[config.mk]
export PLATFORM = sky130hd
export DESIGN_NAME = pc_gen
export DESIGN_NICKNAME = d
export VERILOG_FILES = /design/src/rtl/front_pkg.sv /design/src/rtl/pc_gen.sv
export SDC_FILE = /design/constraint.sdc
export NUM_CORES = 1
export LEC_CHECK = 0
export BUFFER_PORTS_ARGS = -buffer_cell sky130_fd_sc_hd__buf_2
export CAP_MARGIN = 40
export CORE_MARGIN = 2
export CORE_UTILIZATION = 25
export CTS_CLUSTER_SIZE = 24
export DETAILED_ROUTE_END_ITERATION = 8
export PLACE_DENSITY = 0.61
export SETUP_SLACK_MARGIN = 0.5
export SYNTH_ARGS = -nofsm -noshare
export SYNTH_HDL_FRONTEND = slang
export SYNTH_SLANG_ARGS = --single-unit
[constraint.sdc]
create_clock -name clk -period 4.3 [get_ports clk]
set_input_delay 0.43 -clock clk [delete_from_list [all_inputs] [get_ports clk]]
set_output_delay 0.43 -clock clk [all_outputs]
set_load 0.05 [all_outputs]
[src/prog.hex]
// One 32-bit instruction word per line, from word address 0 upward
// Branches at 0x20 (B), 0x38 (BL), 0x50 and 0x5c (JIRL), 0x60, 0x88, 0xa8, 0xd0, 0xf0 (B), 0xa0 (BNE)
02800084
02800484
02800884
02800c84
02801084
02801484
02801884
02801c84
50001400
02802484
02802884
02802c84
02803084
02803484
54001800
02803c84
02804084
02804484
02804884
02804c84
4c000020
02805484
02805884
4c000020
50009000
02806484
02806884
02806c84
02807084
02807484
02807884
02807c84
02808084
02808484
50006800
02808c84
02809084
02809484
02809884
02809c84
5fffe085
0280a484
50004800
0280ac84
0280b084
0280b484
0280b884
0280bc84
0280c084
0280c484
0280c884
0280cc84
50002000
0280d484
0280d884
0280dc84
0280e084
0280e484
0280e884
0280ec84
50000000
0280f484
0280f884
0280fc84
[src/rtl/front_pkg.sv]
package front_pkg;

    ////////////////////
    // Sizes
    ////////////////////

    localparam int xlen        = 32;
    localparam int imem_words  = 256;
    localparam int imem_aw     = $clog2(imem_words);
    localparam int bht_entries = 64;
    localparam int bht_iw      = $clog2(bht_entries);

    localparam logic [xlen-1:0] reset_pc = '0;
    localparam string           rom_file = "/design/src/prog.hex";

    ////////////////////
    // Branch opcodes
    ////////////////////

    // Major opcode in inst bits 31:26
    localparam logic [5:0] op_beqz = 6'h12;
    localparam logic [5:0] op_jirl = 6'h13;
    localparam logic [5:0] op_b    = 6'h14;
    localparam logic [5:0] op_bl   = 6'h15;
    localparam logic [5:0] op_beq  = 6'h16;
    localparam logic [5:0] op_bne  = 6'h17;
    localparam logic [5:0] op_blt  = 6'h18;
    localparam logic [5:0] op_bge  = 6'h19;
    localparam logic [5:0] op_bltu = 6'h1a;
    localparam logic [5:0] op_bgeu = 6'h1b;

    // Fetch address fault
    localparam logic [5:0] ecause_adef = 6'h08;

    typedef enum logic [1:0] {
        none,
        cond,
        uncond,
        indirect
    } br_kind_e;

    typedef struct packed {
        logic [xlen-1:0] pc_1;
        logic [xlen-1:0] pc_2;
        logic            is_exception;
        logic [5:0]      exception_cause;
    } pc_pair_t;

    typedef struct packed {
        br_kind_e        kind;
        logic [xlen-1:0] target;
    } br_info_t;

    // Resolved branch from the back end
    typedef struct packed {
        logic            valid;
        logic [xlen-1:0] pc;
        logic            taken;
    } bht_update_t;

    typedef struct packed {
        logic            valid_1;
        logic            valid_2;
        logic [xlen-1:0] pc_1;
        logic [xlen-1:0] pc_2;
        logic [xlen-1:0] inst_1;
        logic [xlen-1:0] inst_2;
        logic            is_branch_1;
        logic            is_branch_2;
        logic            pred_taken;
        logic [xlen-1:0] pred_target;
        logic            is_exception;
        logic [5:0]      exception_cause;
    } fetch_bundle_t;

endpackage

[src/rtl/pc_gen.sv]
module pc_gen
    import front_pkg::*;
(
    input  logic            clk,
    input  logic            reset_i,
    input  logic            stall_i,
    input  logic            flush_i,
    input  logic [xlen-1:0] flush_pc_i,
    input  logic            redirect_i,
    input  logic [xlen-1:0] redirect_pc_i,
    output pc_pair_t        fetch_pc_o
);

    logic [xlen-1:0] pc_q;
    logic [xlen-1:0] pc_d;
    logic            fault_q;
    logic            fault_d;

    // Next PC, flush first, then predicted redirect, then hold or step
    always_comb begin
        pc_d    = pc_q;
        fault_d = fault_q;
        if (flush_i) begin
            pc_d    = {flush_pc_i[xlen-1:2], 2'b00};
            fault_d = |flush_pc_i[1:0];
        end else if (redirect_i) begin
            // Direct targets are word aligned
            pc_d    = redirect_pc_i;
            fault_d = 1'b0;
        end else if (!stall_i) begin
            // Fault pairs also step on from the aligned address
            pc_d    = pc_q + xlen'(8);
            fault_d = 1'b0;
        end
    end

    always_ff @(posedge clk) begin
        if (reset_i) begin
            pc_q    <= reset_pc;
            fault_q <= 1'b0;
        end else begin
            pc_q    <= pc_d;
            fault_q <= fault_d;
        end
    end

    assign fetch_pc_o.pc_1            = pc_q;
    assign fetch_pc_o.pc_2            = pc_q + xlen'(4);
    assign fetch_pc_o.is_exception    = fault_q;
    assign fetch_pc_o.exception_cause = fault_q ? ecause_adef : 6'd0;

endmodule

After elaboration in Yosys (flattened, before gate mapping)

Cells that the tools add are included.

Bits in read-only memories: 0
Memory bits (writable): 0
Input port bits: 69
Memories kept: 0
Bits in latches: 0
Register bits: 33

Reduce and logical (&&, ||, !) cells: 2
Shifts and indexed selects: 0
$add $sub $neg: 2
Divide/modulo/power cells: 0
Bitwise operators: 0
Muxes and demuxes: 7
Multiply operators: 0
Magnitude comparators: 0
Eq/ne operators: 2

Operator list:

| operator                                                        | count |
|---|---|
| 32-bit two-way mux                                              | 3 |
| 32-bit by 3-bit adder with 32-bit output, second input constant | 1 |
| 32-bit by 4-bit adder with 32-bit output, second input constant | 1 |
| 4-bit two-way mux                                               | 1 |
| 2-bit OR reduction                                              | 2 |
| 1-bit two-way mux                                               | 3 |
| 3-bit by 1-bit != test with 1-bit output, second input constant | 1 |
| 2-bit by 1-bit != test with 1-bit output, second input constant | 1 |

Depth between registers and ports, before layout

Depth after elaboration: 4
Depth in mapped cells: 8
Mapped depth without buffers: 6

Worst setup path before layout

Ideal clock, no wire load.

Path kind: register to output
Start point: register pc_q[2]
End point: output fetch_pc_o[37] (netlist name)
Path slack: 0.877 ns
Arrival: 2.993 ns
Data required time: 3.870 ns
Buffers on the path: 0
Cell stages (with the launch flop): 7
Cells stage by stage: dfxtp_1 ha_1 nand3_1 nor4_1 nor2b_1 nand4_1 xnor2_1

RTL lines:

| element                | RTL line     | source |
|---|---|---|
| start, declared        | pc_gen.sv:14 | `logic [xlen-1:0] pc_q;` |
| start signal, assigned | pc_gen.sv:39 | `pc_q <= reset_pc;` |
| start signal, assigned | pc_gen.sv:42 | `pc_q <= pc_d;` |
| end, declared          | pc_gen.sv:11 | `output pc_pair_t fetch_pc_o` |

==> run_results.csv <==
group,metric,value,unit
run_status,status,"completed",
floorplanning,core,11400,um^2
power,leakage,0.00163,uW
timing,finalHoldViolCount,0,
power,irDropWorstVdd,0.152,mV
clock_network,cts_tree,"yes",
clock_network,cts_setup_buffers,0,
yosys,yosysUniqueCellTypes,59,
yosys,synth_warnings,0,
global_route,grt_pass1_vias,3340,
floorplanning,initial_core_util,25.6,%
global_route,antenna_found_initial,0,
clock_network,clock_latency,0.28,ns
critical_path,critPathLaunchType,"flop",
yosys,syn_avg_cell_area,7.34,um^2
timing,relSlewSlack,53.3,%
drt,ant_nets,0,
power,p_comb_share,34.2,%
critical_path,startpoint,"pc_q[2]",
critical_path,arrival,2.89,ns
clock_network,clkSlewWorstSetupHoldPaths,0.05,ns
global_route,globalRouteTotalUtil,18.4,%
hold_path,hp-class,"input port to flop",
floorplanning,ios,140,
clock_network,numCtsBuffers,5,
timing,setup_viol,0,
timing,min_period,3.32,ns
power,p_int,687,uW
critical_path,regToRegSetupSlack,2.00,ns
yosys,yosys_most_used_dff,"dfxtp_1",
critical_path,crit-reg2reg-launch,"pc_q[4]",
floorplanning,die_w,112,um
critical_path,reg2reg_to,"pc_q[29]",
critical_path,required,3.87,ns
timing,fmax,301,MHz
timing,fin_crit_sh,77.3,%
final_layout,layout-drive-gt1-share,31.6,%
global_route,grt_pass1_wl,18.4,mm
timing,skew,0.00403,ns
critical_path,critPathCaptureType,"output pin",
critical_path,crit_chain,"ha_1 > nand3_1 > nor4_1 > buf_4 > nor2b_1 > nand4_1 > xnor2_1 > buf_2",
yosys,ys_ff_latch,33,
hold_path,min_delay_path_depth,3,
placement,place.gp.congestion,0.889,
clock_network,cts_root_buf,"clkbuf_16",
drt,wl_per_cell,18.3,um
yosys,synth_seq_area_share,22.7,%
final_layout,synthToLayoutAreaGrowth,28.8,%
floorplanning,die_h,112,um
timing,rsz0062_at_grt,"no",
drt,drt_wl_total,11.8,mm
yosys,syn_inst,396,
clock_network,holdBufCountCts,0,
placement,hpwlAfterDp,8.79,mm
floorplanning,fp-row-count,39,
clock_network,cts_resized,0,
critical_path,slowest_delay,0.55,ns
critical_path,worstSetupPathType,"flop to output pin",
yosys,synth_area,2910,um^2
yosys,synth.top_cell.area_share,22.7,%
final_layout,fin_nets,573,
yosys,synth_edf_count,0,
placement,dp_slack,1.33,ns
critical_path,cp-endpoint,"fetch_pc_o[37]",
drt,vias,3455,
timing,finalSetupTns,0,ns
timing,layout_setup_ws,0.975,ns
power,switchingPower,472,uW
global_route,grt_max_degree,49,
power,power.share.sequential,32.5,%
clock_network,clk_path_buf_depth,2,
clock_network,cts_max_level,2,
drt,first_pass_iters,4,
drt,route.detailed.drc,0,
critical_path,ff2ff_path_depth,6,
timing,tightest_slew,0.698,ns
power,switching_share,40.8,%
critical_path,crit_fanout,9,
timing,slew_violations,0,
power,p_clk_share,33.2,%
power,p_per_area,310,nW/um^2
floorplanning,die_area,12500,um^2
job,max_cap_violations,0,
yosys,synthTopCellsByArea,"dfxtp_1, xnor2_1, a21oi_1",
drt,drt_iter0_drc,180,
placement,port_buffers,134,
critical_path,crit_slowest_cell,"dfxtp_1",
clock_network,clkSinkCount,33,
yosys,async_reset_ff_share,0,%
global_route,grt_overflow_total,0,
yosys,synth_top_area_cell,"dfxtp_1",
drt,vias_per_cell,5.35,
final_layout,diodes,0,
==> cells in the mapped netlist (all sizes together), types with 2 or more instances <==
cell    instances
a211oi         14
a21oi          29
a221oi          7
a222oi          2
a22oi           4
and2            4
and3            6
and4            6
and4b           2
buf            24
clkbuf         21
dfxtp          33
ha              2
inv            14
mux2i           6
nand2          34
nand2b          3
nand3          14
nand4          12
nor2           28
nor2b           5
nor3           20
nor4            8
o21a            5
o21ai          14
o221ai          7
o22ai           6
o31ai           4
o41ai           3
or2             3
or4             3
xnor2          24
xor2           13
==> worst min-delay path by stage <==
stage | startpoint | end | slack [ns]
2_1_floorplan | fault_q | fault_q | 0.45
3_3_place_gp | fault_q | fault_q | 0.46
3_5_place_dp | fault_q | fault_q | 0.46
4_1_cts | flush_pc_i[2] | pc_q[2] | 0.39
5_1_grt | redirect_pc_i[12] | pc_q[12] | 0.41
6_report | flush_pc_i[2] | pc_q[2] | 0.40
==> placed cells by master, fill, tap and decap left out, drive strengths merged, types with 4 or more instances in the layout <==
cell type,n
mux2i,6
nor2b,5
and4,6
and3,6
nand4,12
a211oi,14
o221ai,7
a221oi,7
o21ai,14
dfxtp,33
and2,4
xor2,13
buf,140
nor4,8
nand3,14
nor3,20
inv,14
clkbuf,7
nand2,34
conb,5
o21a,5
o31ai,4
xnor2,24
a21oi,29
a22oi,4
o22ai,6
nor2,28
==> kinds of logic after synthesis <==
logic type / synth area share (%)
flops: 22.7
buf+inv: 10.0
xor+xnor: 11.2
mux: 2.07
compound gates: 23.6
simple gates: 29.4
fa+ha+maj: 0.861
other cells: 0.129
==> stage by stage <==
stage                     hold slack [ns]  util (%)  total power, uW  cells  instance area [um^2]
after CTS                           0.392      32.9             1160    646                  3740
final                               0.398      32.9             1160    646                  3740
after global routing                0.410      32.9             1210    646                  3740
after global placement              0.458      31.4              774    636                  3560
after floorplan                     0.446         -              670    400                  2920
after detailed placement            0.463      31.5              780    638                  3580
==> power groups by stage <==
stage	clock [uW]	combinational (uW)	sequential, uW
2_1_floorplan	0	237	433
3_3_place_gp	0	393	381
3_5_place_dp	0	397	383
4_1_cts	389	398	376
5_1_grt	404	421	382
6_report	385	396	377
==> cell type report <==
class | instances | area, um^2
timing repair buffer | 140 | 719
clock inverter | 1 | 5.00
tap | 143 | 179
multi-input combinational | 307 | 1970
sequential | 33 | 661
clock buffer | 7 | 153
fill | 1255 | 7630
inverter | 15 | 56.3
==> per-layer routing <==
layer  wire (um)  part of all wire, %  GRT usage, %
met1        5180                   44          24.8
met2        5590                   47          30.6
met3         897                  7.6          3.43
met4         138                  1.2          4.12
met5           0                    0             0
==> worst max-delay path, delay by kind of cell, from the launching register on <==
kind / cells / cell delay, ns
XOR/XNOR: 1 / 0.18
adder cells (fa/ha/maj): 1 / 0.27
buffers and inverters: 2 / 0.47
flip-flops: 1 / 0.55
AND/OR/NAND/NOR: 4 / 1.16
==> flip-flops by register name, indices dropped and copies added (netlist names), named ones only <==
register,count
fault_q,1
pc_q,30
(Power assumes the default switching activity.)
