**config.mk**
```make
export PLATFORM = sky130hd
export DESIGN_NAME = bpu
export DESIGN_NICKNAME = d
export VERILOG_FILES = /design/src/rtl/front_pkg.sv /design/src/rtl/branch_decode.sv /design/src/rtl/bht.sv /design/src/rtl/bpu.sv
export SDC_FILE = /design/constraint.sdc
export NUM_CORES = 1
export LEC_CHECK = 0
export ABC_CLOCK_PERIOD_IN_PS = 31800
export BUFFER_PORTS_ARGS = -buffer_cell sky130_fd_sc_hd__buf_4
export CAP_MARGIN = 5
export CELL_PAD_IN_SITES_DETAIL_PLACEMENT = 0
export CELL_PAD_IN_SITES_GLOBAL_PLACEMENT = 1
export CORE_MARGIN = 3
export CORE_UTILIZATION = 48
export DETAILED_ROUTE_END_ITERATION = 10
export PLACE_DENSITY = 0.94
export SLEW_MARGIN = 20
export SYNTH_ARGS = -nofsm -noshare
export SYNTH_HDL_FRONTEND = slang
export SYNTH_HIERARCHICAL = 1
export SYNTH_SLANG_ARGS = --single-unit
```
**constraint.sdc**
```tcl
create_clock -name clk -period 31.8 [get_ports clk]
set_input_delay 6.36 -clock clk [delete_from_list [all_inputs] [get_ports clk]]
set_output_delay 6.36 -clock clk [all_outputs]
set_load 0.01 [all_outputs]
```
**src/prog.hex**
```
// One 32-bit instruction word per line, from word address 0 upward
// Branches at 0x20 (B), 0x38 (BL), 0x50 and 0x5c (JIRL), 0x60, 0x88, 0xa8, 0xd0, 0xf0 (B), 0xa0 (BNE)
02800084
02800484
02800884
02800c84
02801084
02801484
02801884
02801c84
50001400
02802484
02802884
02802c84
02803084
02803484
54001800
02803c84
02804084
02804484
02804884
02804c84
4c000020
02805484
02805884
4c000020
50009000
02806484
02806884
02806c84
02807084
02807484
02807884
02807c84
02808084
02808484
50006800
02808c84
02809084
02809484
02809884
02809c84
5fffe085
0280a484
50004800
0280ac84
0280b084
0280b484
0280b884
0280bc84
0280c084
0280c484
0280c884
0280cc84
50002000
0280d484
0280d884
0280dc84
0280e084
0280e484
0280e884
0280ec84
50000000
0280f484
0280f884
0280fc84
```
**src/rtl/front_pkg.sv**
```systemverilog
package front_pkg;

    ////////////////////
    // Sizes
    ////////////////////

    localparam int xlen        = 32;
    localparam int imem_words  = 256;
    localparam int imem_aw     = $clog2(imem_words);
    localparam int bht_entries = 64;
    localparam int bht_iw      = $clog2(bht_entries);

    localparam logic [xlen-1:0] reset_pc = '0;
    localparam string           rom_file = "/design/src/prog.hex";

    ////////////////////
    // Branch opcodes
    ////////////////////

    // Major opcode in inst bits 31:26
    localparam logic [5:0] op_beqz = 6'h12;
    localparam logic [5:0] op_jirl = 6'h13;
    localparam logic [5:0] op_b    = 6'h14;
    localparam logic [5:0] op_bl   = 6'h15;
    localparam logic [5:0] op_beq  = 6'h16;
    localparam logic [5:0] op_bne  = 6'h17;
    localparam logic [5:0] op_blt  = 6'h18;
    localparam logic [5:0] op_bge  = 6'h19;
    localparam logic [5:0] op_bltu = 6'h1a;
    localparam logic [5:0] op_bgeu = 6'h1b;

    // Fetch address fault
    localparam logic [5:0] ecause_adef = 6'h08;

    typedef enum logic [1:0] {
        none,
        cond,
        uncond,
        indirect
    } br_kind_e;

    typedef struct packed {
        logic [xlen-1:0] pc_1;
        logic [xlen-1:0] pc_2;
        logic            is_exception;
        logic [5:0]      exception_cause;
    } pc_pair_t;

    typedef struct packed {
        br_kind_e        kind;
        logic [xlen-1:0] target;
    } br_info_t;

    // Resolved branch from the back end
    typedef struct packed {
        logic            valid;
        logic [xlen-1:0] pc;
        logic            taken;
    } bht_update_t;

    typedef struct packed {
        logic            valid_1;
        logic            valid_2;
        logic [xlen-1:0] pc_1;
        logic [xlen-1:0] pc_2;
        logic [xlen-1:0] inst_1;
        logic [xlen-1:0] inst_2;
        logic            is_branch_1;
        logic            is_branch_2;
        logic            pred_taken;
        logic [xlen-1:0] pred_target;
        logic            is_exception;
        logic [5:0]      exception_cause;
    } fetch_bundle_t;

endpackage

```
**src/rtl/branch_decode.sv**
```systemverilog
module branch_decode
    import front_pkg::*;
(
    input  logic [xlen-1:0] inst_i,
    input  logic [xlen-1:0] pc_i,
    output br_info_t        info_o
);

    logic [5:0]      opcode;
    logic [xlen-1:0] offs16;
    logic [xlen-1:0] offs26;

    assign opcode = inst_i[31:26];

    ////////////////////
    // Offsets
    ////////////////////

    // Conditional format, offs16 in bits 25:10
    assign offs16 = {{(xlen-18){inst_i[25]}}, inst_i[25:10], 2'b00};

    // B and BL, high part of offs26 sits in bits 9:0
    assign offs26 = {{(xlen-28){inst_i[9]}}, inst_i[9:0], inst_i[25:10], 2'b00};

    ////////////////////
    // Classification
    ////////////////////

    always_comb begin
        case (opcode)
            op_beqz, op_beq, op_bne, op_blt, op_bge, op_bltu, op_bgeu: begin
                info_o.kind   = cond;
                info_o.target = pc_i + offs16;
            end
            op_b, op_bl: begin
                info_o.kind   = uncond;
                info_o.target = pc_i + offs26;
            end
            op_jirl: begin
                // Target depends on a register, nothing to compute here
                info_o.kind   = indirect;
                info_o.target = '0;
            end
            default: begin
                info_o.kind   = none;
                info_o.target = '0;
            end
        endcase
    end

endmodule

```
**src/rtl/bht.sv**
```systemverilog
module bht
    import front_pkg::*;
(
    input  logic            clk,
    input  logic            reset_i,
    input  logic [xlen-1:0] rd_pc_1_i,
    input  logic [xlen-1:0] rd_pc_2_i,
    input  bht_update_t     update_i,
    output logic [1:0]      ctr_1_o,
    output logic [1:0]      ctr_2_o
);

    logic [1:0]        ctr_q [bht_entries];
    logic [bht_iw-1:0] rd_idx_1;
    logic [bht_iw-1:0] rd_idx_2;
    logic [bht_iw-1:0] wr_idx;
    logic [1:0]        wr_old;
    logic [1:0]        wr_new;

    // Indexed by word address bits above the byte offset
    assign rd_idx_1 = rd_pc_1_i[bht_iw+1:2];
    assign rd_idx_2 = rd_pc_2_i[bht_iw+1:2];
    assign wr_idx   = update_i.pc[bht_iw+1:2];

    assign ctr_1_o = ctr_q[rd_idx_1];
    assign ctr_2_o = ctr_q[rd_idx_2];

    assign wr_old = ctr_q[wr_idx];

    // Saturating step
    always_comb begin
        wr_new = wr_old;
        if (update_i.taken) begin
            if (wr_old != 2'b11) begin
                wr_new = wr_old + 2'd1;
            end
        end else if (wr_old != 2'b00) begin
            wr_new = wr_old - 2'd1;
        end
    end

    // Weakly not taken after reset
    always_ff @(posedge clk) begin
        if (reset_i) begin
            for (int i = 0; i < bht_entries; i++) begin
                ctr_q[i] <= 2'b01;
            end
        end else if (update_i.valid) begin
            ctr_q[wr_idx] <= wr_new;
        end
    end

endmodule

```
**src/rtl/bpu.sv**
```systemverilog
module bpu
    import front_pkg::*;
(
    input  logic            clk,
    input  logic            reset_i,
    input  logic            stall_i,
    input  logic            flush_i,
    input  pc_pair_t        pc_i,
    input  logic [xlen-1:0] inst_1_i,
    input  logic [xlen-1:0] inst_2_i,
    input  bht_update_t     bht_update_i,
    output logic            redirect_o,
    output logic [xlen-1:0] redirect_pc_o,
    output fetch_bundle_t   bundle_o
);

    br_info_t      info_1;
    br_info_t      info_2;
    br_kind_e      kind_1;
    br_kind_e      kind_2;
    logic [1:0]    ctr_1;
    logic [1:0]    ctr_2;
    logic          live_q;
    logic          take_1;
    logic          take_2;
    fetch_bundle_t bundle_d;

    branch_decode u_dec_1 (
        .inst_i (inst_1_i),
        .pc_i   (pc_i.pc_1),
        .info_o (info_1)
    );

    branch_decode u_dec_2 (
        .inst_i (inst_2_i),
        .pc_i   (pc_i.pc_2),
        .info_o (info_2)
    );

    bht u_bht (
        .clk       (clk),
        .reset_i   (reset_i),
        .rd_pc_1_i (pc_i.pc_1),
        .rd_pc_2_i (pc_i.pc_2),
        .update_i  (bht_update_i),
        .ctr_1_o   (ctr_1),
        .ctr_2_o   (ctr_2)
    );

    ////////////////////
    // Prediction
    ////////////////////

    // A faulting pair holds no real instructions
    assign kind_1 = pc_i.is_exception ? none : info_1.kind;
    assign kind_2 = pc_i.is_exception ? none : info_2.kind;

    // Slot 1 wins, slot 2 only counts when slot 1 falls through
    assign take_1 = live_q && (kind_1 == uncond || (kind_1 == cond && ctr_1[1]));
    assign take_2 = live_q && !take_1
                    && (kind_2 == uncond || (kind_2 == cond && ctr_2[1]));

    always_comb begin
        bundle_d.valid_1         = live_q;
        bundle_d.valid_2         = live_q && !take_1 && !pc_i.is_exception;
        bundle_d.pc_1            = pc_i.pc_1;
        bundle_d.pc_2            = pc_i.pc_2;
        bundle_d.inst_1          = inst_1_i;
        bundle_d.inst_2          = inst_2_i;
        bundle_d.is_branch_1     = live_q && (kind_1 != none);
        bundle_d.is_branch_2     = bundle_d.valid_2 && (kind_2 != none);
        bundle_d.pred_taken      = take_1 || take_2;
        bundle_d.is_exception    = live_q && pc_i.is_exception;
        bundle_d.exception_cause = pc_i.exception_cause;
        if (take_1) begin
            bundle_d.pred_target = info_1.target;
        end else if (take_2) begin
            bundle_d.pred_target = info_2.target;
        end else begin
            bundle_d.pred_target = '0;
        end
    end

    // Held back while decode stalls
    assign redirect_o    = bundle_d.pred_taken && !stall_i;
    assign redirect_pc_o = bundle_d.pred_target;

    ////////////////////
    // Registers
    ////////////////////

    // Memory output is part of the stream, cleared for the pair behind a redirect
    always_ff @(posedge clk) begin
        if (reset_i || flush_i) begin
            live_q <= 1'b0;
        end else if (!stall_i) begin
            live_q <= !redirect_o;
        end
    end

    always_ff @(posedge clk) begin
        if (reset_i || flush_i) begin
            bundle_o.valid_1      <= 1'b0;
            bundle_o.valid_2      <= 1'b0;
            bundle_o.is_branch_1  <= 1'b0;
            bundle_o.is_branch_2  <= 1'b0;
            bundle_o.pred_taken   <= 1'b0;
            bundle_o.is_exception <= 1'b0;
        end else if (!stall_i) begin
            bundle_o <= bundle_d;
        end
    end

endmodule

```
Word-level counts from Yosys, hierarchy flattened
Memories as Yosys holds them, arrays and structs flattened.
Index checks and enable logic that the tools add are counted.
{"block": "word_totals", "mem_count": 1, "mem_bits_rw": 128, "out_inout_bits": 205, "inputBits": 173, "register_bits": 173}
{"block": "classes", "n_bitwise": 2, "eq_ne": 25, "mux": 17, "n_addsub": 6, "n_reduce_logical": 27}
{"memory": "u_bht.ctr_q", "words": 64, "word_bits": 2, "rd": 3, "rd_clocked_by_memory_dff": 0, "write_ports": 64, "line": "bht.sv:13", "text": "logic [1:0] ctr_q [bht_entries];"}
{"operator": "$pmux 34 s3", "n": 2}
{"operator": "$add 32x32->32", "n": 4}
{"operator": "$eq 6x5->1 const B", "n": 20}
{"operator": "$mux 32", "n": 2}
{"operator": "$reduce_or 7->1", "n": 2}
{"operator": "$mux 2", "n": 6}
{"operator": "$logic_and 1x1->1", "n": 10}
{"operator": "$mux 1", "n": 6}
{"operator": "$mux 6", "n": 1}
{"operator": "$reduce_bool 2->1", "n": 3}
{"operator": "$reduce_or 2->1", "n": 3}
{"operator": "$eq 2x1->1 const B", "n": 2}
{"operator": "$eq 2x2->1 const B", "n": 2}
{"operator": "$logic_not 1->1", "n": 4}
{"operator": "$logic_or 1x1->1", "n": 4}
{"operator": "$add 2x1->2 const B", "n": 1}
{"operator": "$ne 2x2->1 const B", "n": 1}
{"operator": "$not 1->1", "n": 2}
{"operator": "$reduce_and 2->1", "n": 1}
{"operator": "$sub 2x1->2 const B", "n": 1}

Depth between registers and ports, before layout
{"block": "depth", "depth_word": 14, "depth_mapped": 14, "mapped_depth_nobuf": 12}

Hierarchy
The synthesis kept the hierarchy.
{"mod": "bht", "cells_per_inst": 731, "area_each_um2": 8612.0, "n_inst": 1, "seq_area_each_um2": 3843.7}
{"mod": "bpu", "cells_per_inst": 276, "area_each_um2": 5929.4, "n_inst": 1, "seq_area_each_um2": 5124.9}
{"mod": "branch_decode (u_dec_2)", "cells_per_inst": 316, "area_each_um2": 2138.3, "n_inst": 1, "seq_area_each_um2": 0.0}
{"mod": "branch_decode (u_dec_1)", "cells_per_inst": 305, "area_each_um2": 2068.2, "n_inst": 1, "seq_area_each_um2": 0.0}

Worst setup path after synthesis
Ideal clock, no wire load.
{"block": "synth_path", "path_kind": "input to output", "from": "input port pc_i[41] in the netlist's numbering", "to": "output port redirect_pc_o[17]", "cell_stages": 13, "path_slack_ps": 15854, "arrival_ps": 9586, "path_buffers": 5, "path_cell_list": "clkbuf_1 > buf_1 > buf_2 > mux4_2 > mux4_2 > mux2i_1 > a21oi_1 > nand2_1 > mux2i_1 > a211oi_2 > buf_4 > a22o_1 > buf_4"}
{"element": "from (decl)", "line": "bpu.sv:8", "text": "input pc_pair_t pc_i,"}
{"element": "to (decl)", "line": "bpu.sv:13", "text": "output logic [xlen-1:0] redirect_pc_o,"}

Final worst setup path
{"block": "layout_path", "from": "input port pc_i[41] in the netlist's numbering", "to": "output port redirect_pc_o[8]"}
{"block": "layout_via", "elab_chain_len": 9}
{"element": "$mem_v2 64x2 (*)"}
{"element": "net ctr_1[1]", "line": "bpu.sv:21", "text": "logic [1:0] ctr_1;"}
{"element": "$logic_and 1x1->1 (*)", "line": "bpu.sv:59", "text": "assign take_1 = live_q && (kind_1 == uncond || (kind_1 == cond && ctr_1[1]));"}
{"element": "$logic_or 1x1->1 (*)", "line": "bpu.sv:59"}
{"element": "$logic_and 1x1->1 (*)", "line": "bpu.sv:59"}
{"element": "$logic_not 1->1", "line": "bpu.sv:60", "text": "assign take_2 = live_q && !take_1"}
{"element": "$logic_and 1x1->1", "line": "bpu.sv:60"}
{"element": "$logic_and 1x1->1", "line": "bpu.sv:61", "text": "&& (kind_2 == uncond || (kind_2 == cond && ctr_2[1]));"}
{"element": "$mux 32", "line": "bpu.sv:77", "text": "end else if (take_2) begin"}
{"element": "$mux 32 (*)", "line": "bpu.sv:75", "text": "if (take_1) begin"}
Mark *: on every way through the listed nets, which the timed path passes. The rest lies on a longest branch.

==> flow_metrics.tcl <==
set metrics [dict create \
    outcome "complete, no violations" \
    maxCapViolCount 0 \
    p_sw_share_pct 27.3 \
    drtPass1Iterations 5 \
    overflow 0 \
    finalMaxSlewViolations 0 \
    synth.avg_cell_area_um2 11.3 \
    start_util_pct 49.3 \
    critPathMaxFanout 32 \
    path_cells "buf_4, mux4_2, mux4_2, mux2i_1, a21oi_1, nand2_1, mux2i_1, a211oi_4, buf_4, a22o_1, buf_4" \
    syn_nets 1823 \
    postCtsHoldBufs 0 \
    dp_hpwl_um 41900 \
    cts_sinks 301 \
    die-area_um2 39400 \
    clockBufferDepth 3 \
    crit_type "in -> out" \
    use_met1_pct 34.1 \
    slew_headroom_pct 32.1 \
    post-place-ws_ns 15.87 \
    antenna_left 0 \
    root_buffer "clkbuf_16" \
    crit_required_ns 25.44 \
    h-tree-depth 2 \
    hold_viol_final 0 \
    cts_setup_buffers 0 \
    io_buffers 351 \
    first_global_vias 13800 \
    syn_to_final_growth_pct 20.2 \
    worst_hold_path_type "reg -> reg" \
    seq_power_share_pct 44.4 \
    setup_viol 0 \
    place_area_um2 20300 \
    rsz0062_at_grt "no" \
    cp_num_buf_inv 3 \
    routed_wl_um 56500 \
    leakage_uw 0.00793 \
    cp.arrival_ns 9.62 \
    grt-busiest-layer "met2" \
    skew_ns 0.0220 \
    grt_start_max_net_pins 81 \
    timing.final.ws_setup_ns 15.82 \
    antenna_found_initial 1 \
    wire_per_inst_um 24.4 \
    met2_usage_pct 47.5 \
    synth-warning-count 6 \
    power_density_nw_per_um2 48.0 \
    cts_tree "done" \
    netlist_instances 1580 \
    via_per_inst 6.28 \
    clkPwrFrac_pct 37.5 \
    final_nets 2071 \
    ir_worst_vdd_v 0.0000382 \
    clk_pin_slew_ns 0.06 \
    use_met3_pct 4.86 \
    boundaryPins 378 \
    final_layout_size_suffix_gt1_share_pct 28.6 \
    netlist_area_um2 17800 \
    grt_pass1_wl_um 82500 \
    power.switching_uw 280 \
    tns_ns 0 \
    fmax_mhz 62.6 \
    ctsResizeCount 0 \
    die_w_um 199 \
    tightest_slew_ns 1.02 \
    rows 69 \
    critPathMaxStageDelay_ns 0.59 \
    fin_crit_ns 15.98 \
    cts-buffers-inserted 34 \
    p_int_uw 746 \
    cpLargestDelayFamily "multiplexers" \
    die_h_um 199 \
    fp.coreArea_um2 36100 \
    cpMaxStageDelayCell "mux4_2" \
    path_common_cell "buf_4" \
    worstSkewPairLatency_ns 0.53 \
    grt.total_usage_pct 27.4 \
    final_area_um2 21400 \
    end_kind "output pin" \
    critical_path.startpoint_type "input port" \
    gp_congestion 0.937 \
    combPwrFrac_pct 18.1 \
    drcViolationCount 0 \
    min_period_over_period_pct 50.3 \
    drtIter0Drc 1567 \
    vias 14500 \
]
-- metal layers --
| metal | up-vias | routed length (µm) |
|---|---|---|
| li1 | 6472 | - |
| met1 | 7069 | 20100 |
| met2 | 843 | 28500 |
| met3 | 155 | 5500 |
| met4 | 0 | 2440 |
| met5 | - | 0 |
-- cell type report --
type	count	area [µm²]
Clock inverter	19	173
Timing Repair Buffer	364	2730
Fill cell	2924	14700
Tap cell	461	577
Antenna cell	1	2.50
Multi-Input combinational cell	1113	7970
Clock buffer	43	916
Sequential cell	301	8970
Inverter	14	52.6
-- stage by stage --
step                      total power (µW)  utilization, %  cells  hold WS (ns)
after floorplan                        581               -   1580         0.486
after global placement                 642            56.2   2253         0.454
final                                 1030            59.3   2316         0.486
after global routing                  1060            59.3   2315         0.512
after CTS                             1030            59.3   2315         0.484
after detailed placement               645            56.2   2253         0.475
-- flip-flops by register name, indices dropped and copies added (netlist names) --
signal	flops
bundle_o	172
live_q	1
u_bht/ctr_q	128
-- power by group through the flow --
stage / Combinational [µW] / Clock (µW) / Sequential (µW)
floorplan: 113 / 0 / 469
global placement: 179 / 0 / 463
detailed placement: 182 / 0 / 464
CTS: 182 / 391 / 455
global route: 199 / 407 / 456
finish: 185 / 385 / 456
-- cell usage in the layout, fill, tap and decap left out, drive strengths merged, types with 13 or more instances in the layout --
cell and n:
a211oi 13, a21o 23, a21oi 81, a22o 33, and2 17, buf 364
clkbuf 43, clkinv 14, edfxtp 294, ha 68, inv 17, mux2i 33
mux4 46, nand2 167, nand2b 15, nand3 71, nand4 25, nor2 129
nor2b 16, nor3 73, o21a 17, o21ai 86, o22ai 13, xnor2 21
xor2 15
-- worst min-delay path, delay by kind of cell (launching register included) --
family / cells / cell delay, ns
DFF: 1 / 0.32
and+or+nand+nor: 1 / 0.07
AOI/OAI and AO/OA: 1 / 0.05
-- worst paths after layout --
| path | startpoint | endpoint | slack, ns | cells after the start |
|---|---|---|---|---|
| max | pc_i[41] | redirect_pc_o[8] | 15.82 | 11 |
| min reg2reg | bundle_o[170] | bundle_o[170] | 0.49 | 2 |
| max reg2reg | u_bht/ctr_q[21][0] | u_bht/ctr_q[24][1] | 28.20 | 8 |
| min | bundle_o[170] | bundle_o[170] | 0.49 | 2 |
Power figures use the tool's default switching activity.
